## src/verilog/mem_pkg.sv

```systemverilog
`default_nettype none

package mem_pkg;

    // line address is tag plus index
    localparam int MEM_ADDR_W = 29;
    localparam int MEM_DATA_W = 64;

    // request slots advertised by memory after reset
    localparam int MEM_CREDITS  = 2;
    localparam int MEM_CREDIT_W = $clog2(MEM_CREDITS + 1);

    // input queue depth, also the core's starting credit count
    localparam int FETCH_CREDITS = 2;
    localparam int FETCH_PTR_W   = $clog2(FETCH_CREDITS);
    localparam int FETCH_CNT_W   = $clog2(FETCH_CREDITS + 1);

endpackage

`default_nettype wire

```

## src/verilog/icache_pkg.sv

```systemverilog
`default_nettype none

package icache_pkg;

    // cache geometry
    localparam int TAG_W    = 23;
    localparam int INDEX_W  = 6;
    localparam int OFFSET_W = 3;
    localparam int NUM_SETS = 64;
    localparam int NUM_WAYS = 2;
    localparam int WAY_W    = $clog2(NUM_WAYS);
    localparam int LINE_W   = 64;
    localparam int WORD_W   = 32;

    // one SRAM row holds every way of a set
    localparam int SRAM_W = NUM_WAYS * LINE_W;

    // lookup/refill FSM encoding
    localparam int ST_W = 2;
    localparam logic [ST_W-1:0] ST_IDLE   = 2'd0;
    localparam logic [ST_W-1:0] ST_LOOKUP = 2'd1;
    localparam logic [ST_W-1:0] ST_MISS   = 2'd2;
    localparam logic [ST_W-1:0] ST_FILL   = 2'd3;

    // fetch address, a flat pc to the core and split fields to the cache
    typedef union packed {
        logic [WORD_W-1:0] pc;
        struct packed {
            logic [TAG_W-1:0]    tag;
            logic [INDEX_W-1:0]  index;
            logic [OFFSET_W-1:0] offset;
        } f;
    } fetch_addr_u;

endpackage

`default_nettype wire
```

## src/verilog/icache_core.sv

```systemverilog
`timescale 1ns/1ps
`default_nettype none

module icache_core (
    input  logic                           clk,
    input  logic                           rst,
    input  logic                           head_valid,
    input  icache_pkg::fetch_addr_u        head_addr,
    output logic                           head_take,
    output logic                           sram_en,
    output logic                           sram_we,
    output logic [icache_pkg::INDEX_W-1:0] sram_addr,
    output logic [icache_pkg::SRAM_W-1:0]  sram_wdata,
    output logic [icache_pkg::SRAM_W-1:0]  sram_wmask,
    input  logic [icache_pkg::SRAM_W-1:0]  sram_rdata,
    output logic                           miss_req,
    output logic [mem_pkg::MEM_ADDR_W-1:0] miss_line_addr,
    input  logic                           refill_done,
    input  logic [icache_pkg::LINE_W-1:0]  refill_line,
    output logic                           resp_valid,
    output logic [icache_pkg::WORD_W-1:0]  resp_data
);
    import icache_pkg::*;

    logic [ST_W-1:0]     state;
    fetch_addr_u         req_q;
    logic [INDEX_W-1:0]  idx;

    logic [TAG_W-1:0]    tag_mem [NUM_WAYS][NUM_SETS];
    logic [NUM_SETS-1:0] valid_bits [NUM_WAYS];
    logic [NUM_SETS-1:0] rr_bits;

    logic [TAG_W-1:0]    rd_tag [NUM_WAYS];
    logic [NUM_WAYS-1:0] rd_valid;

    logic [NUM_WAYS-1:0] way_hit;
    logic                hit;
    logic [WAY_W-1:0]    hit_way;
    logic [WAY_W-1:0]    fill_way;
    logic [LINE_W-1:0]   hit_line;
    logic [LINE_W-1:0]   sel_line;

    assign idx = req_q.f.index;

    assign head_take = (state == ST_IDLE) & head_valid;

    always_ff @(posedge clk) begin
        if (rst) begin
            state <= ST_IDLE;
        end else begin
            case (state)
                ST_IDLE: begin
                    if (head_take) begin
                        state <= ST_LOOKUP;
                    end
                end
                ST_LOOKUP: begin
                    state <= hit ? ST_IDLE : ST_MISS;
                end
                ST_MISS: begin
                    if (refill_done) begin
                        state <= ST_FILL;
                    end
                end
                ST_FILL: begin
                    state <= ST_IDLE;
                end
                default: begin
                    state <= ST_IDLE;
                end
            endcase
        end
    end

    // request latch and tag read, same edge as the data SRAM read
    always_ff @(posedge clk) begin
        if (head_take) begin
            req_q <= head_addr;
            for (int w = 0; w < NUM_WAYS; w++) begin
                rd_tag[w]   <= tag_mem[w][head_addr.f.index];
                rd_valid[w] <= valid_bits[w][head_addr.f.index];
            end
        end
    end

    always_ff @(posedge clk) begin
        if (state == ST_FILL) begin
            tag_mem[fill_way][idx] <= req_q.f.tag;
        end
    end

    always_ff @(posedge clk) begin
        if (rst) begin
            for (int w = 0; w < NUM_WAYS; w++) begin
                valid_bits[w] <= '0;
            end
            rr_bits <= '0;
        end else if (state == ST_FILL) begin
            valid_bits[fill_way][idx] <= 1'b1;
            rr_bits[idx]              <= ~rr_bits[idx];
        end
    end

    always_comb begin
        hit_way = '0;
        for (int w = 0; w < NUM_WAYS; w++) begin
            way_hit[w] = rd_valid[w] & (rd_tag[w] == req_q.f.tag);
            if (way_hit[w]) begin
                hit_way = WAY_W'(w);
            end
        end
        hit = |way_hit;
    end

    // a lone invalid way wins over the round-robin pick
    always_comb begin
        if (rd_valid[0] & ~rd_valid[1]) begin
            fill_way = 1'b1;
        end else if (~rd_valid[0] & rd_valid[1]) begin
            fill_way = 1'b0;
        end else begin
            fill_way = rr_bits[idx];
        end
    end

    assign hit_line = sram_rdata[hit_way*LINE_W +: LINE_W];
    assign sel_line = (state == ST_FILL) ? refill_line : hit_line;

    // offset bit 2 picks the word within the line
    assign resp_data  = sel_line[req_q.f.offset[OFFSET_W-1]*WORD_W +: WORD_W];
    assign resp_valid = ((state == ST_LOOKUP) & hit) | (state == ST_FILL);

    assign sram_en    = head_take | (state == ST_FILL);
    assign sram_we    = (state == ST_FILL);
    assign sram_addr  = (state == ST_IDLE) ? head_addr.f.index : idx;
    assign sram_wdata = {NUM_WAYS{refill_line}};

    always_comb begin
        for (int w = 0; w < NUM_WAYS; w++) begin
            sram_wmask[w*LINE_W +: LINE_W] = {LINE_W{fill_way == WAY_W'(w)}};
        end
    end

    assign miss_req       = (state == ST_MISS);
    assign miss_line_addr = {req_q.f.tag, req_q.f.index};

endmodule

`default_nettype wire

```

## config.mk

```make
export PLATFORM = sky130hd
export DESIGN_NAME = icache_core
export DESIGN_NICKNAME = d
export VERILOG_FILES = /design/src/verilog/mem_pkg.sv /design/src/verilog/icache_pkg.sv /design/src/verilog/icache_core.sv
export SDC_FILE = /design/constraint.sdc
export NUM_CORES = 2
export LEC_CHECK = 0
export BUFFER_PORTS_ARGS = -buffer_cell sky130_fd_sc_hd__buf_2
export CAP_MARGIN = 30
export CORE_MARGIN = 1.5
export CORE_UTILIZATION = 45
export CTS_BUF_LIST = sky130_fd_sc_hd__clkbuf_2 sky130_fd_sc_hd__clkbuf_4 sky130_fd_sc_hd__clkbuf_8
export CTS_CLUSTER_DIAMETER = 60
export DETAILED_ROUTE_END_ITERATION = 8
export RECOVER_POWER = 50
export SYNTH_ARGS = -nofsm -noshare
export SYNTH_HDL_FRONTEND = slang
export SYNTH_SLANG_ARGS = --single-unit
export TNS_END_PERCENT = 100
```

## constraint.sdc

```tcl
create_clock -name clk -period 6.1 [get_ports clk]
set_input_delay 0.61 -clock clk [delete_from_list [all_inputs] [get_ports clk]]
set_output_delay 0.61 -clock clk [all_outputs]
set_load 0.05 [all_outputs]
```

# Yosys cells after proc, flatten, opt, wreduce, memory -nomap -nowiden
# Memory sizes are Yosys's and may differ from the RTL's.
# Index checks and enable logic that the tools add are counted.
dict set report word_totals {
  regBits 100
  ram_bits 3118
  in_bits 228
  output_inout_bits 328
  wordCells 79
  memories 3
}
# name depth word_bits rd rd_clocked_by_memory_dff wr line
set mem_list {}
lappend mem_list {tag_mem 2 1472 2 0 1 icache_core.sv:29} ;# logic [TAG_W-1:0] tag_mem [NUM_WAYS][NUM_SETS];
lappend mem_list {valid_bits 2 64 2 0 2 icache_core.sv:30} ;# logic [NUM_SETS-1:0] valid_bits [NUM_WAYS];
lappend mem_list {rd_tag 2 23 2 0 2 icache_core.sv:33} ;# logic [TAG_W-1:0] rd_tag [NUM_WAYS];
dict set report classes {
  magnitude_cmp 6
  n_eq_ne 7
  shift 2
  mux 37
  bitwise 14
  n_reduce_logical 6
}
# op n
set ops {}
lappend ops {{$mux 1472} 1}
lappend ops {{$bmux 23 s6} 2}
lappend ops {{$mux 64} 4}
lappend ops {{$demux 23 s6} 1}
lappend ops {{$shiftx 128x8->64} 1}
lappend ops {{$mux 23} 5}
lappend ops {{$bwmux 64} 1}
lappend ops {{$reduce_or 64->1} 1}
lappend ops {{$shiftx 64x7->32} 1}
lappend ops {{$eq 23x23->1} 2}
lappend ops {{$bmux 1 s6} 3}
lappend ops {{$ge 7x7->1 const B} 2}
lappend ops {{$lt 6x7->1 const B} 2}
lappend ops {{$mux 1} 14}
lappend ops {{$not 6->7} 2}
lappend ops {{$pmux 2 s4} 1}
lappend ops {{$lt 7x1->1 const B} 1}
lappend ops {{$and 1x1->1} 6}
lappend ops {{$demux 1 s6} 1}
lappend ops {{$ge 6x1->1 const B} 1}
lappend ops {{$mux 2} 3}
lappend ops {{$mux 6} 1}
lappend ops {{$eq 2x2->1 const B} 2}
lappend ops {{$not 1->1} 4}
lappend ops {{8 further kinds} 10}

# Depth between registers and ports, before layout
dict set report logic_depth {
  depth_word 7
  mapped_depth 12
  ltp_nobuf 7
}

# Least setup slack after synthesis
# Ideal clock, no wire load.
dict set report synth_path {
  kind {reg2out}
  start {reg req_q[4] in the netlist's numbering}
  end {out sram_wmask[10] in the netlist's numbering}
  arrival_ps 5443
  setup_slack_ps 47
  stages_incl_launch_ff 13
  cell_sequence {edfxtp_1 buf_2 buf_2 buf_2 nor3b_1 o211ai_1 a31o_2 o211ai_1 o41a_1 a21boi_1 buf_1 inv_1 buf_4}
}
dict set report synth_between {
  elab_chain_cells 5
}
# element line
set synth_lines {}
lappend synth_lines {{from (decl)} icache_core.sv:26} ;# fetch_addr_u req_q;
lappend synth_lines {{from (signal assigned)} icache_core.sv:78} ;# req_q <= head_addr;
lappend synth_lines {{$bmux 1 s6} icache_core.sv:122} ;# fill_way = rr_bits[idx];
lappend synth_lines {{$mux 1 (implied by the code)} icache_core.sv:122}
lappend synth_lines {{$mux 1} icache_core.sv:119} ;# end else if (~rd_valid[0] & rd_valid[1]) begin
lappend synth_lines {{$mux 1} icache_core.sv:117} ;# if (rd_valid[0] & ~rd_valid[1]) begin
lappend synth_lines {{via fill_way} icache_core.sv:39} ;# logic [WAY_W-1:0] fill_way;
lappend synth_lines {{$not 1->1} icache_core.sv:140} ;# sram_wmask[w*LINE_W +: LINE_W] = {LINE_W{fill_way == WAY_W'(w)}};
lappend synth_lines {{to (decl)} icache_core.sv:14} ;# output logic [icache_pkg::SRAM_W-1:0] sram_wmask,
# The timed path passes the listed nets, and every way through them passes these cells. The select of a mux whose other input is x is not followed.

# Worst setup path in the final report
dict set report layout_path {
  start {reg req_q[23] in the netlist's numbering}
  end {out miss_line_addr[20] in the netlist's numbering}
}
# element line
set layout_rtl {}
lappend layout_rtl {{to (decl)} icache_core.sv:17} ;# output logic [mem_pkg::MEM_ADDR_W-1:0] miss_line_addr,
# No word-level cell between the ends.

==> results by group <==
Synthesis
  – Mapped cell area: roughly 130000 um2
  – Top-count cell post-synth: edfxtp_1
  – Syn Nets: 6214
  – Top cell type by total area after synthesis: edfxtp_1
  – Yosys top cell area share: between 70 and 80%
  – Synthesized flop and latch total: between 3000 and 4000
  – Syn_area_per_cell: approximately 21 um2
  – Ys flop type: edfxtp_1
  – Synth cell count leaders: edfxtp_1, mux4_2, buf_4
  – Ranking of synthesized cells by area: edfxtp_1, mux4_2, dfxtp_1, buf_4, a21oi_1
  – Synth warn: 0
  – Synthesized instance count: about 6000
  – FFs w/ async S/R, synth: 0%
  – Synth cell types: 51
  – EDFF count, synth: slightly above 3000
  – Seq/Total Area, Yosys: between 70% and 80%

Power
  – Switching share of total power: approximately 24%
  – Leakage: ~46 nW
  – P_sw: between 10 and 15 mW
  – Max VDD drop: 0.000250 V
  – Comb power frac: about 7.9%
  – Clock power share: between 30 and 40%
  – Sequential share of power: between 50% and 60%
  – Int Power: 35.2 mW
  – Pwr dens: roughly 320 nW/um2

Global route
  – Initial antenna violation count: 55
  – Number of global-route vias before repair: between 60000 and 70000
  – First-pass GRT wire length: a little over 500 mm
  – GRT Util Overall: 25.2%
  – Grt total ovfl: 0
  – Largest net degree at the start of global routing: about 130

Worst setup path
  – Endpoint class of the critical path: output port
  – Crit-path max FO: 73
  – Arrival @ worst endpoint: about 5200 ps
  – Setup crit start kind: flip-flop
  – Worst Path Required: between 5000 and 6000 ps
  – Critical path class: flip-flop to output port

Clock tree
  – H-tree lvl count: 6
  – Clock sink count: 3216
  – Setup Buffers After CTS: 0
  – Total CTS buffers: between 500 and 600
  – CTS tree: done
  – Clock Latency Late Sink: around 1200 ps
  – CTS clk-pin slew, worst paths: roughly 60 ps
  – Maximum clock path buffer count: 4
  – CTS root buffer: clkbuf_8

Floorplanning
  – Die area: ~290000 um2
  – Die W: between 500 and 600 um
  – Die Span Y: approximately 540 um
  – Core ar.: 282000 um2
  – Ports: ~560
  – Initial Utilization: 45.3%
  – Placement Rows: slightly below 200

Min path
  – Worst hold-check path type: input port to flip-flop

Timing
  – Max Transition Viols Final: about 2400
  – Layout Skew: roughly 85 ps
  – Headroom to the max-slew limit: -186%
  – Clock period minus final worst setup slack: 5830 ps
  – Final Setup Violations: 0
  – Setup TNS Final: 0 ps
  – Final period utilization: 95.6%
  – Fmax: about 170 MHz
  – Slew @ Worst Pin: approximately 4300 ps
  – Unrepaired setup endpoints after global routing: false
  – Final Hold Vio Count: 0

Placed design
  – RD Place Congestion: 0.900
  – PortBufs: ~550
  – DP HPWL: 218 mm
  – Placed Area: about 130000 um2

Routing
  – Post-Route WL: 365 mm
  – DR vias/cell: ~6.0
  – Iteration-0 DRC Markers: between 8000 and 9000
  – Pre-Repair DR Iteration Count: 6
  – Antenna Nets Post-Route: 0
  – WL/cell: around 33 um
  – Via count: between 60000 and 70000
  – DR DRC count: 0

Job
  – Max_cap viols: 39

Cells and area
  – Layout cells sized above 1: about 37%
  – Final instance area: approximately 150000 um2
  – P&R area growth vs syn: 13.6%
  – Fin nets: 6992

Outcome
  – Failing checks: max-capacitance violations, max-slew violations
  – Status: finished, violations left
[sequential cells by signal (all words and copies together) (netlist names), named ones only]
| signal | flops |
|---|---|
| tag_mem | 2944 |
| rd_tag | 46 |
| valid_bits | 128 |
| state | 1 |
| rd_valid | 2 |
| req_q | 30 |
| rr_bits | 64 |
[per-layer routing]
layer | global-route usage [%] | vias to the layer above | wire [um]
met2 | 40.5 | 3358 | 177000
li1 | - | 26300 | -
met5 | 0 | - | 11
met4 | 9.44 | 2 | 13400
met3 | 4.39 | 591 | 29700
met1 | 34.8 | 35300 | 145000
[path summary, 6_finish.rpt]
path                             end             start  slack [ps]  depth (start not counted)
setup / recovery  miss_line_addr[20]         req_q[23]         270                          3
hold / removal             req_q[11]     head_addr[11]         170                          2
setup reg to reg           req_q[14]         flip-flop         430                          4
hold reg to reg     valid_bits[1][6]  valid_bits[1][6]         440                          2
[per-stage QoR]
step	std cells	util [%]	total power [mW]	setup WS [ps]	hold WS (ps)
2_1_floorplan	5986	-	27.3	47.2	422
6_report	10900	51.4	46.5	270	171
3_5_place_dp	9935	47.8	28.5	1120	435
5_1_grt	10900	51.4	48.0	178	163
3_3_place_gp	9918	47.7	28.4	1150	429
4_1_cts	10900	51.5	46.9	134	74.0
[layout make-up]
| cell class | instances | area, um2 |
|---|---|---|
| Clock buffer | 741 | 8980 |
| Multi-Input combinational cell | 2010 | 29500 |
| Sequential cell | 3216 | 94600 |
| Fill cell | 22400 | 137000 |
| Timing Repair Buffer | 864 | 5510 |
| Clock inverter | 187 | 1240 |
| Inverter | 135 | 507 |
| Antenna cell | 44 | 110 |
| Tap cell | 3743 | 4680 |
[power groups by stage]
stage,clock [mW],sequential (mW),combinational (mW)
floorplan,0,25.0,2.31
global placement,0,24.8,3.61
detailed placement,0,24.8,3.66
CTS,18.8,24.4,3.68
global route,19.8,24.4,3.79
finish,18.5,24.4,3.66
[cell families after synthesis]
family,count (synthesis),share of synthesized area (%)
mux,1121,19.1
compound gates,360,1.74
simple gates,483,1.60
flops,3216,74.1
buf+inv,760,3.17
xor+xnor,46,0.315
[timing repair]
item                      in CTS  in global routing
resized for setup              0                  0
hold buffers                  29                  0
hold endpoints to repair      85                  0
[critical path: stages (launching register included)]
cell      delay, ps
edfxtp_1        640
buf_4           810
clkbuf_1       2010
buf_2           550
[layout by cell type (no fill, tap or decap), types with 9 or more instances in the layout]
master and n:
inv_6 16, a211oi_1 58, o211ai_1 67, nor3_1 21, diode_2 44, edfxtp_1 3022, clkinv_2 30, nand3_1 77
a21oi_1 198, xor2_1 32, nand2_1 147, dlygate4sd3_1 29, nor2_1 132, xnor2_1 14, mux2_2 69, clkbuf_2 12
clkbuf_8 547, clkinvlp_4 11, buf_12 41, nor2_2 16, buf_2 379, inv_1 134, clkbuf_4 195, nor2_4 49
mux4_2 1046, clkinv_1 97, buf_4 178, buf_16 9, dfxtp_1 194, inv_8 16, clkbuf_1 211
(Power assumes the default switching activity.)
