`src/verilog/mem_pkg.sv`:
```
`default_nettype none

package mem_pkg;

    // line address is tag plus index
    localparam int MEM_ADDR_W = 29;
    localparam int MEM_DATA_W = 64;

    // request slots advertised by memory after reset
    localparam int MEM_CREDITS  = 2;
    localparam int MEM_CREDIT_W = $clog2(MEM_CREDITS + 1);

    // input queue depth, also the core's starting credit count
    localparam int FETCH_CREDITS = 2;
    localparam int FETCH_PTR_W   = $clog2(FETCH_CREDITS);
    localparam int FETCH_CNT_W   = $clog2(FETCH_CREDITS + 1);

endpackage

`default_nettype wire

```
`src/verilog/refill_port.sv`:
```
`timescale 1ns/1ps
`default_nettype none

module refill_port (
    input  logic                           clk,
    input  logic                           rst,
    input  logic                           miss_req,
    input  logic [mem_pkg::MEM_ADDR_W-1:0] miss_line_addr,
    output logic                           refill_done,
    output logic [mem_pkg::MEM_DATA_W-1:0] refill_line,
    output logic                           mem_req_valid,
    output logic [mem_pkg::MEM_ADDR_W-1:0] mem_req_addr,
    input  logic                           mem_credit,
    input  logic                           mem_resp_valid,
    input  logic [mem_pkg::MEM_DATA_W-1:0] mem_resp_data
);
    import mem_pkg::*;

    logic [MEM_CREDIT_W-1:0] credit_cnt;
    logic                    pending;
    logic [MEM_DATA_W-1:0]   line_buf;

    // one request per miss, and only with a credit in hand
    assign mem_req_valid = miss_req & ~pending & (credit_cnt != '0);
    assign mem_req_addr  = miss_line_addr;
    assign refill_line   = line_buf;

    always_ff @(posedge clk) begin
        if (rst) begin
            pending <= 1'b0;
        end else if (refill_done) begin
            pending <= 1'b0;
        end else if (mem_req_valid) begin
            pending <= 1'b1;
        end
    end

    always_ff @(posedge clk) begin
        if (rst) begin
            credit_cnt <= MEM_CREDIT_W'(MEM_CREDITS);
        end else begin
            case ({mem_req_valid, mem_credit})
                2'b10:   credit_cnt <= credit_cnt - 1'b1;
                2'b01:   credit_cnt <= credit_cnt + 1'b1;
                default: credit_cnt <= credit_cnt;
            endcase
        end
    end

    // response always accepted, only one refill can be in flight
    always_ff @(posedge clk) begin
        if (mem_resp_valid) begin
            line_buf <= mem_resp_data;
        end
    end

    always_ff @(posedge clk) begin
        if (rst) begin
            refill_done <= 1'b0;
        end else begin
            refill_done <= mem_resp_valid;
        end
    end

endmodule

`default_nettype wire

```
`config.mk`:
```
export PLATFORM = sky130hd
export DESIGN_NAME = refill_port
export DESIGN_NICKNAME = d
export VERILOG_FILES = /design/src/verilog/mem_pkg.sv /design/src/verilog/refill_port.sv
export SDC_FILE = /design/constraint.sdc
export NUM_CORES = 1
export LEC_CHECK = 0
export ABC_AREA = 1
export CAP_MARGIN = 10
export CORE_AREA = 2 2 75 77
export DETAILED_ROUTE_END_ITERATION = 7
export DIE_AREA = 0 0 77 79
export DONT_BUFFER_PORTS = 1
export HOLD_SLACK_MARGIN = 0.15
export SLEW_MARGIN = 20
export SYNTH_ARGS = -nofsm -noshare
export SYNTH_HDL_FRONTEND = slang
export SYNTH_SLANG_ARGS = --single-unit
```
`constraint.sdc`:
```
create_clock -name clk -period 1.2 [get_ports clk]
set_input_delay 0.12 -clock clk [delete_from_list [all_inputs] [get_ports clk]]
set_output_delay 0.12 -clock clk [all_outputs]
set_load 0.005 [all_outputs]
```
Word level (Yosys, flattened, before mapping)
Cells that the tools add are included.
{"block": "word_totals", "ff_bits": 68, "latch_bits": 0, "mem_bits_rw": 0, "rom_bits": 0, "inputBits": 98, "output_inout_bits": 95, "elab_cells": 15, "n_memories": 0}
{"block": "op_classes", "addsub": 2, "mul": 0, "div": 0, "order_cmp": 0, "n_eq_ne": 2, "shift": 0, "n_mux": 1, "bitwise_logic": 3, "n_reduce_logical": 3}
{"operator": "$pmux 2 s2", "count": 1}
{"operator": "$reduce_bool 2->1", "count": 2}
{"operator": "$add 2x1->2 const B", "count": 1}
{"operator": "$and 1x1->1", "count": 2}
{"operator": "$eq 2x1->1 const B", "count": 1}
{"operator": "$eq 2x2->1 const B", "count": 1}
{"operator": "$reduce_or 2->1", "count": 1}
{"operator": "$sub 2x1->2 const B", "count": 1}
{"operator": "$not 1->1", "count": 1}

Longest topological paths before layout
Gate-level depths: netlist (run 1).
{"block": "depth", "ltp_word": 5, "mapped_depth": 9, "depth_no_buf": 9}

Worst setup path after synthesis (run 1)
OpenSTA, ideal clock, no wires.
{"block": "synth_timing", "path_type": "reg2reg", "from": "reg credit_cnt[1]", "to": "reg credit_cnt[1]", "setup_time_ps": 120, "arrival_ps": 1167, "t_required_ps": 1080, "path_slack_ps": -87, "path_stages_with_launch": 9, "path_buffers": 0, "period_less_slack_ps": 1287, "path_cell_list": "dfxtp_1 o21ai_0 nor2_1 inv_1 ha_1 inv_1 nand3_1 nand2_1 nand3_1"}
{"block": "synth_between", "elab_chain_cells": 4, "word_cells_on_any_way": 8, "classes_between": "2 x add/sub; 2 x eq/ne; 1 x mux; 1 x bitwise; 2 x reduce/logical"}
{"element": "from (decl)", "line": "refill_port.sv:19", "text": "logic [MEM_CREDIT_W-1:0] credit_cnt;"}
{"element": "from (signal assigned)", "line": "refill_port.sv:40", "text": "credit_cnt <= MEM_CREDIT_W'(MEM_CREDITS);"}
{"element": "from (signal assigned)", "line": "refill_port.sv:43", "text": "2'b10: credit_cnt <= credit_cnt - 1'b1;"}
{"element": "from (signal assigned)", "line": "refill_port.sv:44", "text": "2'b01: credit_cnt <= credit_cnt + 1'b1;"}
{"element": "$reduce_bool 2->1 *", "line": "refill_port.sv:24", "text": "assign mem_req_valid = miss_req & ~pending & (credit_cnt != '0);"}
{"element": "$and 1x1->1 *", "line": "refill_port.sv:24"}
{"element": "named net mem_req_valid", "line": "refill_port.sv:11", "text": "output logic mem_req_valid,"}
{"element": "$eq 2x1->1 / $eq 2x2->1 (equally long branches)", "line": "refill_port.sv:42", "text": "case ({mem_req_valid, mem_credit})"}
{"element": "$pmux 2 s2 / $reduce_bool 2->1 (equally long branches)"}
Mark *: on every way through the listed nets, which the timed path passes. The rest lies on a longest branch.
A chain may end at the register's enable or synchronous reset.

Worst setup path in the final report (run 1)
{"block": "layout_timing", "from": "reg credit_cnt[0]", "to": "reg credit_cnt[1]"}
{"block": "layout_between", "elab_chain_cells": 4, "word_cells_on_any_way": 8, "classes_between": "2 x add/sub; 2 x eq/ne; 1 x mux; 1 x bitwise; 2 x reduce/logical"}
{"element": "$reduce_bool 2->1", "line": "refill_port.sv:24"}
{"element": "$and 1x1->1", "line": "refill_port.sv:24"}
{"element": "$eq 2x1->1 / $eq 2x2->1 (equally long branches)", "line": "refill_port.sv:42"}
{"element": "$pmux 2 s2 / $reduce_bool 2->1 (equally long branches)"}
Several ways; a longest one is shown, not always the timed one.

==> flow_summary_export.csv, run 1 <==
group,metric,value,unit
outcome,status,"finished with violations",
outcome,violations,"hold timing, setup timing",
layout,antennaDiodeCount,0,
global_routing,met2_usage,32.19,%
synthesis,synth_area_per_cell,19.53,sq um
routing,drt_first_pass_iters,4,
synthesis,synth-seq-cells,68,
global_routing,first_global_vias,1311,
worst_setup_path,worstPathCellList,"o21ai_2 > nor2_2 > inv_2 > ha_4 > inv_2 > nand3_2 > nand2_1 > nand3_1",
global_routing,grt_start_max_net_pins,66,
die,dieArea,6083,sq um
timing,max_freq,0.7925,GHz
placed_design,dp_hpwl,3298,um
routing,vias_per_cell,4.747,
worst_setup_path,rr_worst_depth,8,
clock_network,cts_tree,"done",
synthesis,synthesis.nets,218,
clock_network,cts_root_buf,"clkbuf_8",
timing,hold_viol,64,
die,boundaryPins,193,
die,rows,27,
synthesis,syn_area,2323,sq um
timing,setup_tns,-0.1086,ns
routing,routed_wirelength,5315,um
routing,ant_nets,0,
worst_hold_path,min_from,"mem_resp_valid",
timing,holdWs,-0.09941,ns
timing,fin_ws,-0.06178,ns
run,maxCapViolations,0,
timing,fin_crit,1.262,ns
global_routing,overflow,0,
worst_setup_path,crit_top_cell,"inv_2",
routing,drt_iter0_markers,35,
worst_setup_path,r2r_start,"credit_cnt[0]",
global_routing,use_met3,7.614,%
worst_setup_path,regToRegEndpoint,"credit_cnt[1]",
placed_design,post_dp_cell_area,2217,sq um
worst_setup_path,crit_start,"credit_cnt[0]",
synthesis,synthXorXnorAreaFrac,0,%
clock_network,clock_path_buffers,2,
synthesis,synth-simple-area-share,1.777,%
synthesis,synthCells,119,
timing,slew_viol_final,0,
die,placeableCoreArea,5338,sq um
synthesis,synth_compound_area_share,0.8616,%
synthesis,yosysWarningCount,0,
synthesis,synth_cell_types,12,
clock_network,cts.sinks,68,
timing,setup_viol,2,
worst_setup_path,cp-end-kind,"register",
timing,finalCritPeriodShare,105.1,%
worst_setup_path,crit_end,"credit_cnt[1]",
clock_network,numCtsBuffers,9,
worst_setup_path,required,1.40,ns
global_routing,grtUsageMet1,14.29,%
layout,fin_area,3134,sq um
layout,utilization,58.72,%
synthesis,synth_mux_area_share,0,%
die,fp.dieH,79,um
synthesis,synth_seq_area_share,86.16,%
worst_setup_path,worst-setup-path-type,"register to register",
worst_setup_path,rrSetupSlack,-0.06,ns
clock_network,path_clk_slew,0.07,ns
layout,layout-drive-gt1-share,13.56,%
timing,rsz0062_at_grt,"yes",
global_routing,top_usage_layer,"met2",
placed_design,globalplace.congestion,0.6515,
placed_design,io_buffers,0,
timing,tightestPinTransition,0.1436,ns
clock_network,insertion_delay,0.32,ns
pwr,p_per_area,1660,nW/um^2
routing,wl_per_cell,21.35,um
layout,syn2layout_area_growth,34.90,%
worst_setup_path,cp_max_fo,3,
placed_design,dp_cells,163,
clock_network,h-tree-depth,3,
global_routing,grt_pass1_wl,7534,um
timing,timing.slew.headroom,90.42,%
die,initial_core_util,43.53,%
die,die_x,77,um
worst_setup_path,cp_slowest_cell,"dfxtp_2",
timing,skew,0.00004582,ns
pwr,ir_drop,1.202,mV
global_routing,grt_usage,18.00,%
pwr,power.leakage,0.001134,uW
worst_hold_path,holdCritPathClass,"primary input to register",
worst_setup_path,arrival,1.46,ns
worst_setup_path,start_kind,"register",
routing,drc,0,
worst_setup_path,cp_slowest_stage_delay,0.35,ns
global_routing,antenna_found_initial,0,
synthesis,synth_top_family_by_area,"buffers and inverters",
placed_design,place_ws,-0.1450,ns
routing,vias,1182,
layout,nNetsFinal,271,
synthesis,synth_adder_area_share,0.5385,%
layout,instances_no_fill,249,
sequential cells by signal, summed over array words and instances, names as in the netlist:
signal       count
refill_line     64
pending          1
refill_done      1
credit_cnt       2
how the worst min path moves through the flow:
stage                     cells after the start  slack (ns)         endpoint
after floorplan                               1        0.19      refill_done
after global placement                        1        0.19      refill_done
after detailed placement                      1        0.19      refill_done
after CTS                                     0       -0.12  refill_line[47]
after global routing                          0       -0.13  refill_line[20]
final                                         0        -0.1  refill_line[20]
cell usage after synthesis (all sizes together):
library cell  count  area [sq um]
buf              29         217.7
nand4             1         6.260
nor2              2         7.510
or2               1         6.260
o21ai             2         10.01
nand2             3         11.26
a21oi             2         10.01
ha                1         12.51
edfxtp           64          1922
inv               8         30.03
dfxtp             4         80.08
nand3             2         10.01
cell usage in the layout (no fill, tap or decap), drive strengths merged:
cell type / netlist / routed
dlygate4sd3: 0 / 67
edfxtp: 64 / 64
clkbuf: 0 / 11
inv: 8 / 8
buf: 29 / 4
dfxtp: 4 / 4
nand2: 3 / 3
clkinv: 0 / 3
a21oi: 2 / 2
bufinv: 0 / 2
o21ai: 2 / 2
nor2: 2 / 2
nand3: 2 / 2
or2: 1 / 1
nand4: 1 / 1
ha: 1 / 1
routing by layer:
metal  routed length, um  vias to the layer above
li1                    -                      507
met1                1510                      556
met2                2926                       82
met3                 520                       37
met4                 357                        0
met5                   0                        -
logic make-up (layout without fill, tap and decap cells):
family	count (synthesis)	in the layout
simple gates	9	9
fa+ha+maj	1	1
compound gates	4	4
buf+inv	37	95
flops	68	68
where the power goes:
group	switching, uW	leakage [uW]	internal [uW]
sequential	117	0.000660	2820
combinational	103	0.000372	208
clock	794	0.000103	1160
total	1010	0.00113	4190
layout make-up:
class | instances | area (sq um)
fill | 403 | 2203
sequential | 68 | 2004
timing repair buffer | 71 | 704.4
clock buffer | 11 | 131.4
multi-input combinational | 14 | 97.59
tap | 72 | 90.09
clock inverter | 5 | 76.32
inverter | 8 | 30.03
through the flow:
stage / hold slack (ns) / power [uW]
after floorplan: 0.1912 / 3079
after global placement: 0.1928 / 3049
after detailed placement: 0.1933 / 3067
after CTS: -0.1238 / 5234
after global routing: -0.1325 / 5404
final: -0.09941 / 5203
worst max-delay path: cells and delay by family, from the launching register on:
family                   cells  cell delay (ns)
AND/OR/NAND/NOR              4             0.34
buffers and inverters        2             0.13
flip-flops                   1             0.35
adder cells (fa/ha/maj)      1             0.24
AO/OA/AOI/OAI                1             0.08
what timing repair did:
item	CTS	global route
hold buffers	66	1
setup endpoints to repair	3	3
pin swaps	4	1
gates resized for setup	5	2
endpoints found under the hold margin	132	66
gates cloned	0	0
buffers inserted	2	1
(Power assumes the default switching activity.)
==> run 2: changes to the inputs <==
clock period = 1.5 ns   (was 1.2 ns; I/O delays follow)
==> flow_summary_export.csv, run 2 (same netlist as run 1, synthesis figures left out) <==
group,metric,value,unit
worst_hold_path,min_from,"mem_resp_valid",
clock_network,cts_tree,"done",
clock_network,cts_hold_buf,68,
worst_setup_path,rr_worst_depth,8,
worst_setup_path,regToRegEndpoint,"credit_cnt[1]",
worst_setup_path,r2r_start,"credit_cnt[0]",
outcome,status,"finished with violations",
routing,drc,0,
worst_setup_path,cp_max_fo,3,
routing,wl_per_cell,18.09,um
timing,hold_viol,54,
layout,nNetsFinal,268,
timing,timing.slew.headroom,85.30,%
worst_setup_path,required,1.71,ns
layout,layout-drive-gt1-share,9.770,%
timing,finalCritPeriodShare,92.36,%
worst_setup_path,worst-setup-path-type,"primary input to register",
layout,syn2layout_area_growth,32.42,%
worst_hold_path,min_to,"refill_line[1]",
placed_design,io_buffers,0,
placed_design,globalplace.congestion,0.7123,
run,maxCapViolations,0,
clock_network,cts.sinks,68,
routing,ant_nets,0,
clock_network,insertion_delay,0.32,ns
placed_design,place_ws,0.04874,ns
die,die_x,77,um
pwr,power.leakage,0.001106,uW
global_routing,antenna_found_initial,0,
outcome,violations,"hold timing",
worst_setup_path,cp-end-kind,"register",
die,fp.dieH,79,um
worst_setup_path,start_kind,"primary input",
pwr,ir_drop,0.6278,mV
die,placeableCoreArea,5338,sq um
clock_network,numCtsBuffers,9,
timing,slew_viol_final,0,
timing,rsz0062_at_grt,"no",
worst_setup_path,arrival,1.59,ns
worst_setup_path,rrSetupSlack,0.13,ns
timing,setup_tns,0,ns
clock_network,cts_setup_buffers,0,
global_routing,grt_start_max_net_pins,66,
global_routing,grt_pass1_wl,6658,um
die,dieArea,6083,sq um
timing,tightestPinTransition,0.2190,ns
routing,drt_iter0_markers,95,
timing,fin_crit,1.385,ns
timing,max_freq,0.7218,GHz
die,rows,27,
worst_hold_path,holdPathStages,0,
timing,setup_viol,0,
clock_network,h-tree-depth,3,
routing,vias_per_cell,4.691,
global_routing,first_global_vias,1248,
layout,antennaDiodeCount,0,
clock_network,cts_root_buf,"clkbuf_8",
routing,vias,1154,
layout,largest_register_ffs,64,
worst_hold_path,holdCritPathClass,"primary input to register",
clock_network,clock_path_buffers,2,
clock_network,path_clk_slew,0.06,ns
layout,final_cell_mix,"dlygate4sd3_1 (68), edfxtp_1 (64), clkbuf_8 (9), inv_1 (8)",
placed_design,dp_hpwl,2848,um
die,boundaryPins,193,
die,initial_core_util,43.53,%
timing,fin_ws,0.1146,ns
routing,routed_wirelength,4450,um
pwr,p_per_area,1271,nW/um^2
timing,skew,0.003158,ns
routing,drt_first_pass_iters,3,
global_routing,grt_usage,15.13,%
global_routing,overflow,0,
timing,holdWs,-0.05741,ns
layout,final_common_cell,"dlygate4sd3_1",
-- run 2: report_power, final --
group | internal, uW | leakage, uW | switching (uW)
logic | 144 | 0.000354 | 68.3
clock network | 759 | 0.0000931 | 598
registers | 2250 | 0.000659 | 88.9
-- run 2: routing by layer --
metal	wire, um	vias to the layer above	share of wire (%)	global-route usage, %
li1	-	498	-	-
met1	1469	525	33	15.20
met2	2235	110	50	23.25
met3	609	21	14	9.318
met4	136	0	3.1	10.54
met5	0	-	0	0
-- run 2: worst max-delay path by stage --
stage	start	endpoint	slack, ns	depth (start not counted)
3_3_place_gp	credit_cnt[1]	credit_cnt[1]	0.17	8
5_1_grt	credit_cnt[0]	credit_cnt[1]	0.004	8
4_1_cts	credit_cnt[1]	credit_cnt[1]	0.03	8
2_1_floorplan	credit_cnt[1]	credit_cnt[1]	0.21	8
3_5_place_dp	credit_cnt[1]	credit_cnt[1]	0.05	8
6_report	miss_req	credit_cnt[1]	0.11	9
-- run 2: layout make-up --
class	count	area (sq um)
clock buffer	11	131.4
clock inverter	5	52.55
fill	428	2261
inverter	8	30.03
multi-input combinational	14	88.84
sequential	68	2003
tap	72	90.09
timing repair buffer	68	680.7
-- run 2: through the flow --
step	area, sq um	instances	utilization (%)	total power, uW
global placement	2196	162	41.14	2425
finish	3077	246	57.64	3911
global route	3077	246	57.64	4101
CTS	3060	246	57.34	3957
detailed placement	2196	162	41.14	2437
floorplan	2323	119	-	2456
-- run 2: what timing repair did --
| action | CTS | global route |
|---|---|---|
| resized for setup | 0 | 4 |
| setup endpoints to repair | 0 | 2 |
| hold endpoints to repair | 132 | 64 |
-- run 2: worst max-delay path, cell delays in order --
cell and delay (ns):
dlygate4sd3_1 0.54, o21ai_1 0.10, nor2_2 0.18, inv_1 0.10, ha_4 0.25, inv_1 0.07, nand3_1 0.07, nand2_1 0.07
nand3_1 0.06
