==> src/verilog/mem_pkg.sv <==
`default_nettype none

package mem_pkg;

    // line address is tag plus index
    localparam int MEM_ADDR_W = 29;
    localparam int MEM_DATA_W = 64;

    // request slots advertised by memory after reset
    localparam int MEM_CREDITS  = 2;
    localparam int MEM_CREDIT_W = $clog2(MEM_CREDITS + 1);

    // input queue depth, also the core's starting credit count
    localparam int FETCH_CREDITS = 2;
    localparam int FETCH_PTR_W   = $clog2(FETCH_CREDITS);
    localparam int FETCH_CNT_W   = $clog2(FETCH_CREDITS + 1);

endpackage

`default_nettype wire

==> src/verilog/icache_pkg.sv <==
`default_nettype none

package icache_pkg;

    // cache geometry
    localparam int TAG_W    = 23;
    localparam int INDEX_W  = 6;
    localparam int OFFSET_W = 3;
    localparam int NUM_SETS = 64;
    localparam int NUM_WAYS = 2;
    localparam int WAY_W    = $clog2(NUM_WAYS);
    localparam int LINE_W   = 64;
    localparam int WORD_W   = 32;

    // one SRAM row holds every way of a set
    localparam int SRAM_W = NUM_WAYS * LINE_W;

    // lookup/refill FSM encoding
    localparam int ST_W = 2;
    localparam logic [ST_W-1:0] ST_IDLE   = 2'd0;
    localparam logic [ST_W-1:0] ST_LOOKUP = 2'd1;
    localparam logic [ST_W-1:0] ST_MISS   = 2'd2;
    localparam logic [ST_W-1:0] ST_FILL   = 2'd3;

    // fetch address, a flat pc to the core and split fields to the cache
    typedef union packed {
        logic [WORD_W-1:0] pc;
        struct packed {
            logic [TAG_W-1:0]    tag;
            logic [INDEX_W-1:0]  index;
            logic [OFFSET_W-1:0] offset;
        } f;
    } fetch_addr_u;

endpackage

`default_nettype wire
==> src/verilog/fetch_port.sv <==
`timescale 1ns/1ps
`default_nettype none

module fetch_port (
    input  logic                    clk,
    input  logic                    rst,
    input  logic                    req_valid,
    input  icache_pkg::fetch_addr_u req_pc,
    output logic                    credit_return,
    output logic                    head_valid,
    output icache_pkg::fetch_addr_u head_addr,
    input  logic                    head_take
);
    import icache_pkg::*;
    import mem_pkg::*;

    fetch_addr_u            queue_mem [FETCH_CREDITS];
    logic [FETCH_PTR_W-1:0] wr_ptr;
    logic [FETCH_PTR_W-1:0] rd_ptr;
    logic [FETCH_CNT_W-1:0] count;
    logic                   push;
    logic                   pop;

    // core only sends while it holds a credit, so a push never overflows
    assign push = req_valid;
    assign pop  = head_take & head_valid;

    assign head_valid = (count != '0);
    assign head_addr  = queue_mem[rd_ptr];

    // one credit back per entry leaving the queue
    assign credit_return = pop;

    always_ff @(posedge clk) begin
        if (push) begin
            queue_mem[wr_ptr] <= req_pc;
        end
    end

    always_ff @(posedge clk) begin
        if (rst) begin
            wr_ptr <= '0;
            rd_ptr <= '0;
            count  <= '0;
        end else begin
            if (push) begin
                if (wr_ptr == FETCH_PTR_W'(FETCH_CREDITS - 1)) begin
                    wr_ptr <= '0;
                end else begin
                    wr_ptr <= wr_ptr + 1'b1;
                end
            end
            if (pop) begin
                if (rd_ptr == FETCH_PTR_W'(FETCH_CREDITS - 1)) begin
                    rd_ptr <= '0;
                end else begin
                    rd_ptr <= rd_ptr + 1'b1;
                end
            end
            case ({push, pop})
                2'b10:   count <= count + 1'b1;
                2'b01:   count <= count - 1'b1;
                default: count <= count;
            endcase
        end
    end

endmodule

`default_nettype wire

==> config.mk <==
export PLATFORM = sky130hd
export DESIGN_NAME = fetch_port
export DESIGN_NICKNAME = d
export VERILOG_FILES = /design/src/verilog/mem_pkg.sv /design/src/verilog/icache_pkg.sv /design/src/verilog/fetch_port.sv
export SDC_FILE = /design/constraint.sdc
export NUM_CORES = 1
export LEC_CHECK = 0
export BUFFER_PORTS_ARGS = -buffer_cell sky130_fd_sc_hd__buf_2
export CAP_MARGIN = 20
export CORE_UTILIZATION = 39
export DETAILED_ROUTE_END_ITERATION = 7
export SYNTH_ARGS = -nofsm -noshare
export SYNTH_HDL_FRONTEND = slang
export SYNTH_SLANG_ARGS = --single-unit
==> constraint.sdc <==
create_clock -name clk -period 6.5 [get_ports clk]
set_clock_uncertainty 0.1 [all_clocks]
set_input_delay 0.65 -clock clk [delete_from_list [all_inputs] [get_ports clk]]
set_output_delay 0.65 -clock clk [all_outputs]
set_load 0.01 [all_outputs]
# Yosys cells after proc, flatten, opt, wreduce, memory -nomap -nowiden

Memories as Yosys holds them, arrays and structs flattened. A register that Yosys moved wholly into a read port is not among the register bits.
Index checks and enable logic that the tools add are counted.

Input bits: 36
Bits in registers: 4
Memory bits (writable): 64
Memories kept: 1
Output and inout bits: 34
Logic and storage cells: 20

Mux-type cells: 7
Add/sub/neg operators: 4
Equal/unequal tests: 2
Bitwise operators: 1
Reduce and logical (&&, ||, !) cells: 2

Memory list:

| name      | words | bits a word | read ports | clocked after Yosys merged registers in | wr ports | RTL line         | text |
|---|---|---|---|---|---|---|---|
| queue_mem | 2     | 32          | 1          | 1                                       | 1        | fetch_port.sv:17 | `fetch_addr_u queue_mem [FETCH_CREDITS];` |

Operators by type and width:

| operator                                            | count |
|---|---|
| 2-to-1 mux 1 bit                                    | 6 |
| case mux 2 bit (2 select lines)                     | 1 |
| nonzero test 2 bit                                  | 2 |
| adder 1 bit, second input constant                  | 2 |
| adder 2 x 1 -> 2 bit, second input constant         | 1 |
| equality test 2 x 1 -> 1 bit, second input constant | 1 |
| equality test 2 bit, second input constant          | 1 |
| subtractor 2 x 1 -> 2 bit, second input constant    | 1 |
| bitwise AND 1 bit                                   | 1 |

# Logic depth before layout (Yosys ltp)

Gate-level depths: netlist of run 1.

Depth in word-level cells: 4
Gate-level depth with buffers: 5
Mapped depth without buffers: 5

# Worst setup path after synthesis of run 1

No wires, ideal clock.

Path kind: input port to flip-flop
Start: input port req_valid
End: memory queue_mem[0][0] (netlist name), enable pin
Required time: 5.978 ns
Data arrival time: 2.055 ns
Buffers on the path: 0
Stages on the path: 2
Path slack: 3.923 ns
Setup time: 0.422 ns
Cells stage by stage: inv_1 -> nor2_1

Cells in the longest elaborated chain, start to end: 2

Ends and longest elaborated chain:

| what                                   | RTL line         | text |
|---|---|---|
| from (decl)                            | fetch_port.sv:7  | `input logic req_valid,` |
| 2-to-1 mux 1 bit                       | fetch_port.sv:35 | `if (push) begin` |
| 2-to-1 mux 1 bit (implied by the code) | fetch_port.sv:36 | `queue_mem[wr_ptr] <= req_pc;` |
| to (decl)                              | fetch_port.sv:17 |  |

Every way passes these cells.

==> results.yml, run 1 <==
status:
  outcome: "finished, final reports clean"
sta:
  relSlewSlack_pct: 38.4
  final.setup.tns_ns: 0
  timing.final.crit_period_ns: 2.62
  final_hold_viol_count: 0
  worst_pin_slew_ns: 0.922
  final-setup-viol-count: 0
  finalCritPeriodShare_pct: 40.3
  clock.fmax_ghz: 0.382
  maxSlewViolCount: 0
  unrepaired_setup_endpoints_after_global_routing: "no"
logic_synthesis:
  synthTopCellsByCount: "64 x sky130_fd_sc_hd__edfxtp_1, 30 x sky130_fd_sc_hd__mux2_2, 5 x sky130_fd_sc_hd__dfxtp_1, 5 x sky130_fd_sc_hd__nor2_1"
  post_synth_inst_count: 122
  syn_area_per_cell_sq_um: 20.6
  synth.top_cells.by_area: "sky130_fd_sc_hd__edfxtp_1 76%, sky130_fd_sc_hd__mux2_2 13%, sky130_fd_sc_hd__dfxtp_1 4.0%"
  yosysMostFrequentCell: "sky130_fd_sc_hd__edfxtp_1"
  yosys.area.top_type: "sky130_fd_sc_hd__edfxtp_1"
  ys_async_sr_fraction_pct: 0
  synth-seq-cells: 69
  synth_enable_flop_cells: 64
  synth-seq-area-share_pct: 80.4
  syn-num-nets: 159
  yosys_warnings: 0
  synth_top_cell_area_share_pct: 76.4
  synth_area_sq_um: 2510
  post_synth_num_cell_types: 17
  synthFlopType: "sky130_fd_sc_hd__edfxtp_1"
detailed_routing:
  drt-wirelength-per-cell_um: 15.1
  drt-pass1-iter-count: 4
  dr.first_iter.drc_count: 71
  routed_wl_mm: 4.24
  route.detailed.drc: 0
  detail_route.vias_per_cell: 4.69
  drtAntennaViolNets: 0
  num_vias: 1313
global_routing:
  grt-ovfl-total: 0
  first_global_vias: 1330
  antenna_found_initial: 0
  global_route_usage_over_all_layers_pct: 13.4
  grt_max_degree: 33
  grt_pass1_wl_mm: 6.13
worst_setup_path:
  worst_endpoint_required_time_ns: 5.75
  crit_chain: "buf_4 -> mux2_2 -> buf_2"
  worst-endpoint-arrival_ns: 1.87
  critPathKind: "reg2out"
  cp_slowest_stage_delay_ns: 0.63
  timing.critical_path.buf_inv: 2
  worstSetupStartpointType: "flop"
  timing.critical_path.max_delay_family: "flip-flops"
  crit_path_end_kind: "output port"
  worst_path_max_delay_cell: "sky130_fd_sc_hd__dfxtp_1"
  critical_path_peak_fanout: 21
pwr:
  power_leakage_uw: 0.00119
  power_density_nw_per_um2: 351
  vdd.ir_drop.worst_mv: 0.207
cells_and_area:
  n_antenna_cell: 0
  post-route-cell-area_sq_um: 3140
  finalNetCount: 237
  n_fill_cell: 501
  drive_gt1_share_pct: 56.6
  layout-area-overhead-vs-synth_pct: 24.9
die:
  initial_utilization_pct: 41.5
  fp.dieH_um: 82.3
  fp-row-count: 28
  die-width_um: 82.3
  design.core.area_sq_um: 6060
  fp.dieArea_sq_um: 6770
  ioPinCount: 70
place:
  placed_area_sq_um: 2950
  port_buffers: 69
  finalWeightedCongestion: 0.711
  hpwlAfterDp_mm: 2.84
cts:
  clock_tree.htree_level_count: 3
  root_buffer: "sky130_fd_sc_hd__clkbuf_8"
  cts.path.max_buffers: 2
  cts_tree: "built"
  clk_transition_reported_paths_ns: 0.07
  cts_buffers: 9
  cts_repair_resize_count: 0
  clock_insertion_delay_worst_skew_ns: 0.32
  cts_hold_buffers: 0
  cts.repair_timing.setup_buffer_count: 0
  number_of_sinks_on_the_clock_net: 69
flow_run:
  max-cap-violations: 0
min_path:
  hold_class: "in2reg"
report_power, final:
group          leakage, uW  switching [uW]  internal (uW)
logic             0.000448             114            122
clock network    0.0000974             141            180
registers         0.000642            22.1            524
total              0.00119             276            825
per-layer routing:
layer	vias to the layer above	global-route usage, %	wire length, um
met5	-	0	0
met2	39	22.1	2170
li1	628	-	-
met4	0	10.0	93
met3	8	4.95	265
met1	638	13.9	1710
through the flow:
| stage | total power (uW) | hold slack, ns | util, % | worst slack [ns] | instances |
|---|---|---|---|---|---|
| 6_report | 1100 | 0.400 | 51.8 | 3.88 | 280 |
| 5_1_grt | 1150 | 0.385 | 51.8 | 3.77 | 280 |
| 4_1_cts | 1120 | 0.381 | 51.8 | 3.83 | 280 |
| 3_5_place_dp | 795 | 0.404 | 48.7 | 4.19 | 264 |
| 3_3_place_gp | 788 | 0.377 | 48.7 | 4.22 | 264 |
| 2_1_floorplan | 711 | 0.361 | - | 3.92 | 122 |
registers in the layout (all words and copies together), names as in the netlist, named ones only:
register and cells:
rd_ptr 1, queue_mem 64, wr_ptr 1, count 2
path summary, 6_finish.rpt:
kind,startpoint,end,slack [ns],cells after the start
worst max-delay path,flop,head_addr[29],3.88,3
worst min-delay path,req_pc[3],queue_mem[0][3],0.40,1
worst max register to register,wr_ptr,queue_mem[0][16],4.93,1
worst min register to register,rd_ptr,rd_ptr,0.42,2
area by class of cell:
cell class	count	area (sq um)	share of cell area, %
Clock inverter	1	3.75	0.120
Sequential cell	69	2020	64.4
Tap cell	75	93.8	2.99
Inverter	1	3.75	0.120
Clock buffer	15	186	5.94
Multi-Input combinational cell	48	470	15.0
Timing Repair Buffer	71	360	11.5
cells by family (layout without fill, tap and decap cells):
logic type               count (synthesis)  after routing  share of synthesized area (%)
buffers and inverters                    5             88                           1.19
XOR/XNOR                                 4              4                           1.39
AO/OA/AOI/OAI                            3              3                          0.696
flip-flops                              69             69                           80.4
multiplexers                            32             32                           14.3
AND/OR/NAND/NOR                          8              8                           1.49
adder cells (fa/ha/maj)                  1              1                          0.497
layout by cell type (no fill, tap or decap):
cell type                  instances
sky130_fd_sc_hd__a21oi_1           1
sky130_fd_sc_hd__xor2_1            1
sky130_fd_sc_hd__or2_2             1
sky130_fd_sc_hd__edfxtp_1         64
sky130_fd_sc_hd__clkinv_1          1
sky130_fd_sc_hd__buf_4             2
sky130_fd_sc_hd__inv_1             1
sky130_fd_sc_hd__mux2_1            2
sky130_fd_sc_hd__clkbuf_1          2
sky130_fd_sc_hd__buf_2            69
sky130_fd_sc_hd__or3_1             1
sky130_fd_sc_hd__ha_1              1
sky130_fd_sc_hd__clkbuf_8         13
sky130_fd_sc_hd__mux2_2           30
sky130_fd_sc_hd__o21ai_0           1
sky130_fd_sc_hd__nor2_4            1
sky130_fd_sc_hd__and2_1            1
sky130_fd_sc_hd__nor2_1            4
sky130_fd_sc_hd__xnor2_1           3
sky130_fd_sc_hd__dfxtp_1           5
sky130_fd_sc_hd__o21a_1            1
No activity file was read; power rests on OpenSTA's default activity.
==> run 2: changes to the inputs <==
Clock period 6.5 ns to 2.5 ns, I/O delays scaled along.
==> run 2 against run 1 <==
Total power grew to 2.6 times the previous value; worst hold slack lost 0.38 ns; sequential share of layout area shrank 3.5 points; die area is the same; non-clock buffer count grew 21; clock power grew to 2.5 times the previous value; via count grew 7.5%; critical path depth is the same; wire length grew 4.2%; design area grew 5.8%; first-iteration DRC count grew 23%; critical endpoint is now head_addr[6]; highest routed layer unchanged.
==> results.yml, run 2 (same netlist as run 1, synthesis figures left out) <==
status:
  outcome: "finished, final reports clean"
sta:
  relSlewSlack_pct: 71.5
  post-route-worst-setup-slack_ns: 0.703
  unrepaired_setup_endpoints_after_global_routing: "no"
  worst_pin_slew_ns: 0.427
  maxSlewViolCount: 0
  final_hold_viol_count: 0
  hold-worst-slack_ns: 0.0161
  finalCritPeriodShare_pct: 71.9
  final-setup-viol-count: 0
  final.setup.tns_ns: 0
  timing.final.crit_period_ns: 1.80
  clock.fmax_ghz: 0.556
place:
  port_buffers: 69
  hpwlAfterDp_mm: 2.87
  placement.setup.worst_slack_ns: 0.939
  finalWeightedCongestion: 0.758
cells_and_area:
  largest_registers: "queue_mem: 64 flops, count: 2 flops"
  largest_reg_flops: 64
  layout-area-overhead-vs-synth_pct: 32.1
  most_common_cell_after_layout_fill_and_taps_aside: "sky130_fd_sc_hd__buf_2"
  most_frequent_cells_in_the_layout: "69 x sky130_fd_sc_hd__buf_2, 64 x sky130_fd_sc_hd__edfxtp_1, 30 x sky130_fd_sc_hd__mux2_2, 18 x sky130_fd_sc_hd__dlygate4sd3_1, 9 x sky130_fd_sc_hd__clkbuf_8"
  n_fill_cell: 499
  finalNetCount: 258
  drive_gt1_share_pct: 52.2
  n_antenna_cell: 0
  top_register: "queue_mem"
cts:
  clock_insertion_delay_worst_skew_ns: 0.32
  cts.repair_timing.setup_buffer_count: 0
  cts_tree: "built"
  cts.path.max_buffers: 2
  cts_buffers: 9
  number_of_sinks_on_the_clock_net: 69
  clock_tree.htree_level_count: 3
  cts_repair_resize_count: 0
  cts_hold_buffers: 18
  clk_transition_reported_paths_ns: 0.07
  root_buffer: "sky130_fd_sc_hd__clkbuf_8"
global_routing:
  grt-ovfl-total: 0
  grt_pass1_wl_mm: 6.65
  global_route_usage_over_all_layers_pct: 14.2
  antenna_found_initial: 0
  first_global_vias: 1478
  grt_max_degree: 33
detailed_routing:
  dr.first_iter.drc_count: 87
  num_vias: 1412
  routed_wl_mm: 4.42
  drtAntennaViolNets: 0
  detail_route.vias_per_cell: 4.72
  route.detailed.drc: 0
  drt-pass1-iter-count: 4
  drt-wirelength-per-cell_um: 14.8
pwr:
  p_switching_uw: 723
  power_density_nw_per_um2: 865
  vdd.ir_drop.worst_mv: 0.471
  switching_share_pct: 25.2
  power.share.clock_pct: 28.2
  p_seq_share_pct: 48.6
  power.combinational.fraction_pct: 23.2
  cell_internal_pwr_uw: 2150
  power_leakage_uw: 0.00127
worst_setup_path:
  critical_path_peak_fanout: 19
  crit_path_end_kind: "output port"
  worst_endpoint_required_time_ns: 2.15
  worst-endpoint-arrival_ns: 1.45
  worstSetupStartpointType: "flop"
  critPathKind: "reg2out"
  rrSetupSlack_ns: 0.92
flow_run:
  max-cap-violations: 0
die:
  die-width_um: 82.3
  initial_utilization_pct: 41.5
  fp.dieArea_sq_um: 6770
  fp.dieH_um: 82.3
  fp-row-count: 28
  design.core.area_sq_um: 6060
  ioPinCount: 70
min_path:
  hold_class: "in2reg"
==> run 2: through the flow <==
stage	instance area [sq um]	cells	total power, uW	util [%]
finish	3320	299	2880	54.8
global route	3320	299	3020	54.8
CTS	3320	299	2920	54.8
detailed placement	2970	267	2080	49.1
global placement	2970	267	2060	49.1
floorplan	2510	122	1850	-
==> run 2: power by group through the flow <==
| stage | sequential, uW | clock, uW | combinational [uW] |
|---|---|---|---|
| floorplan | 1410 | 0 | 436 |
| global placement | 1410 | 0 | 643 |
| detailed placement | 1420 | 0 | 656 |
| CTS | 1400 | 838 | 680 |
| global route | 1400 | 887 | 729 |
| finish | 1400 | 811 | 668 |
==> run 2: worst paths after layout <==
check        cells past startpoint                to       start
min                              1  queue_mem[0][13]  req_pc[13]
max reg2reg                      4          count[1]    count[0]
min reg2reg                      2              flop      rd_ptr
max                              3      head_addr[6]        flop
==> run 2: routing by layer <==
metal,GRT usage [%],vias to the layer above,routed length [um]
li1,-,663,-
met1,15.4,688,1750
met2,23.6,45,2290
met3,4.18,16,233
met4,10.2,0,143
met5,0,-,0
==> run 2: area by class of cell <==
| class | instances | area (sq um) | area share, % |
|---|---|---|---|
| timing repair buffer | 92 | 563 | 16.9 |
| inverter | 1 | 3.75 | 0.113 |
| tap | 75 | 93.8 | 2.82 |
| clock inverter | 3 | 38.8 | 1.17 |
| multi-input combinational | 48 | 470 | 14.2 |
| clock buffer | 11 | 131 | 3.95 |
| sequential | 69 | 2020 | 60.8 |
==> run 2: critical path: stages, from the launching register on <==
cell,delay [ns]
sky130_fd_sc_hd__dfxtp_1,0.33
sky130_fd_sc_hd__buf_4,0.27
sky130_fd_sc_hd__mux2_2,0.37
sky130_fd_sc_hd__buf_2,0.14
==> run 3: changes to the inputs <==
Settings changed: ABC_AREA set to 1.
Clock period 2.5 ns to 1.5 ns, I/O delays scaled along.
==> run 3 against run 2 <==
The flow now finishes with violations (setup timing); design area grew 18%; global-route usage shrank 0.34 points; wire length grew 6.5%; die area grew 7.1%; synthesized cell count grew 11%; sequential power grew 62%.
==> results.yml, run 3 <==
cts:
  cts_buffers: 9
  clock_insertion_delay_worst_skew_ns: 0.32
  clk_transition_reported_paths_ns: 0.07
  number_of_sinks_on_the_clock_net: 69
  root_buffer: "sky130_fd_sc_hd__clkbuf_8"
  cts_tree: "built"
  clock_tree.htree_level_count: 3
  cts.path.max_buffers: 2
cells_and_area:
  largest_registers: "queue_mem: 64 flops, count: 2 flops"
  drive_gt1_share_pct: 50.0
  n_fill_cell: 500
  n_antenna_cell: 0
  most_common_cell_after_layout_fill_and_taps_aside: "sky130_fd_sc_hd__edfxtp_1"
  finalNetCount: 288
  layout-area-overhead-vs-synth_pct: 45.9
  post-route-util_pct: 60.3
  largest_reg_flops: 64
  top_register: "queue_mem"
  most_frequent_cells_in_the_layout: "64 x sky130_fd_sc_hd__edfxtp_1, 39 x sky130_fd_sc_hd__buf_2, 34 x sky130_fd_sc_hd__dlygate4sd3_1, 32 x sky130_fd_sc_hd__mux2_4, 30 x sky130_fd_sc_hd__buf_6"
  post-route-cell-area_sq_um: 3940
logic_synthesis:
  post_synth_num_cell_types: 14
  synthTopCellsByCount: "64 x sky130_fd_sc_hd__edfxtp_1, 30 x sky130_fd_sc_hd__mux2_4, 9 x sky130_fd_sc_hd__inv_1, 9 x sky130_fd_sc_hd__nor2_1, 7 x sky130_fd_sc_hd__nand2_1"
  synth_top_cell_area_share_pct: 71.2
  yosys.area.top_type: "sky130_fd_sc_hd__edfxtp_1"
  synth_enable_flop_cells: 64
  ys_async_sr_fraction_pct: 0
  synth-seq-area-share_pct: 74.9
  post_synth_inst_count: 136
  synth-seq-cells: 69
  syn_area_per_cell_sq_um: 19.8
  synth_area_sq_um: 2700
  yosys_warnings: 0
  synth.top_cells.by_area: "sky130_fd_sc_hd__edfxtp_1 71%, sky130_fd_sc_hd__mux2_4 17%, sky130_fd_sc_hd__dfxtp_1 3.7%"
  syn-num-nets: 173
  synthFlopType: "sky130_fd_sc_hd__edfxtp_1"
  yosysMostFrequentCell: "sky130_fd_sc_hd__edfxtp_1"
pwr:
  vdd.ir_drop.worst_mv: 0.633
  fin_total_pwr_uw: 4750
  power_leakage_uw: 0.00159
  power_density_nw_per_um2: 1210
detailed_routing:
  drtAntennaViolNets: 0
  drt-wirelength-per-cell_um: 14.1
  detail_route.vias_per_cell: 4.57
  route.detailed.drc: 0
  num_vias: 1521
  dr.first_iter.drc_count: 66
  routed_wl_mm: 4.71
  drt-pass1-iter-count: 3
global_routing:
  global_route_usage_over_all_layers_pct: 13.8
  first_global_vias: 1629
  grt-ovfl-total: 0
  grt_max_degree: 33
  grt_pass1_wl_mm: 7.38
  antenna_found_initial: 0
place:
  finalWeightedCongestion: 0.665
  port_buffers: 69
  hpwlAfterDp_mm: 2.90
  placed_area_sq_um: 3170
  placement.setup.worst_slack_ns: 0.0621
worst_setup_path:
  critical_path_peak_fanout: 17
  crit_path_end_kind: "output port"
  worst_endpoint_required_time_ns: 1.25
  crit_chain: "buf_12 -> mux2_4 -> buf_2"
  critPathKind: "reg2out"
  timing.critical_path.max_delay_family: "flip-flops"
  cp_slowest_stage_delay_ns: 0.37
  worst_path_max_delay_cell: "sky130_fd_sc_hd__dfxtp_4"
  worstSetupStartpointType: "flop"
  timing.critical_path.buf_inv: 2
  worst-endpoint-arrival_ns: 1.33
flow_run:
  max-cap-violations: 0
sta:
  relSlewSlack_pct: 84.8
  maxSlewViolCount: 0
  clock.fmax_ghz: 0.632
  final-setup-viol-count: 32
  worst_pin_slew_ns: 0.226
  unrepaired_setup_endpoints_after_global_routing: "yes"
  hold-worst-slack_ns: 0.109
  final_hold_viol_count: 0
  post-route-worst-setup-slack_ns: -0.0828
  finalCritPeriodShare_pct: 106
  timing.final.crit_period_ns: 1.58
min_path:
  hold_class: "in2reg"
die:
  fp-row-count: 29
  initial_utilization_pct: 41.3
  ioPinCount: 70
  fp.dieH_um: 85.2
  die-width_um: 85.2
  design.core.area_sq_um: 6530
  fp.dieArea_sq_um: 7260
status:
  failing_checks: "setup timing"
  outcome: "complete, but fails checks"
[run 3: area by class of cell]
class / count / area (sq um) / share of cell area (%)
well taps: 77 / 96.3 / 2.45
multi-input cells: 54 / 599 / 15.2
flip-flops and latches: 69 / 2030 / 51.5
repair buffers: 108 / 961 / 24.4
clock inverters: 6 / 87.6 / 2.22
inverters: 9 / 37.5 / 0.953
clock buffers: 10 / 128 / 3.24
[run 3: final timing paths]
check,startpoint,slack [ns],end,depth (start not counted)
max,flop,-0.08,head_addr[15],3
min,head_take,0.11,rd_ptr,4
max reg2reg,count[0],0.12,count[1],10
min reg2reg,count[0],0.41,count[0],2
[run 3: repair_timing]
action / in CTS / in global routing
gates resized for setup: 33 / 4
endpoints found under the setup margin: 32 / 33
endpoints found under the hold margin: 66 / 0
setup buffers: 0 / 0
hold buffers: 34 / 0
[run 3: where the power goes]
| part | internal [uW] | leakage, uW | switching, uW |
|---|---|---|---|
| clock network | 936 | 0.000110 | 662 |
| registers | 2230 | 0.000643 | 38.8 |
| logic | 532 | 0.000832 | 352 |
[run 3: cells by family after synthesis]
logic type,Yosys count,share of synthesized area [%]
compound gates,3,0.556
fa+ha+maj,1,0.464
buf+inv,13,3.89
flops,69,74.9
mux,32,17.5
simple gates,18,2.64
[run 3: worst min-delay path, cell delays in order]
cell                      delay, ns
sky130_fd_sc_hd__buf_2         0.10
sky130_fd_sc_hd__nand2_1       0.07
sky130_fd_sc_hd__o21ai_0       0.10
sky130_fd_sc_hd__nor2_1        0.09
[run 3: metal layers]
layer | GRT usage [%] | routed length (um)
met1 | 13.9 | 1850
met2 | 25.8 | 2580
met3 | 3.31 | 168
met4 | 8.17 | 105
met5 | 0 | 0
[run 3: stage by stage]
stage	cells	TNS [ns]
after floorplan	136	0
after global placement	283	0
after detailed placement	283	0
after CTS	333	-2.96
after global routing	333	-3.64
final	333	-2.13
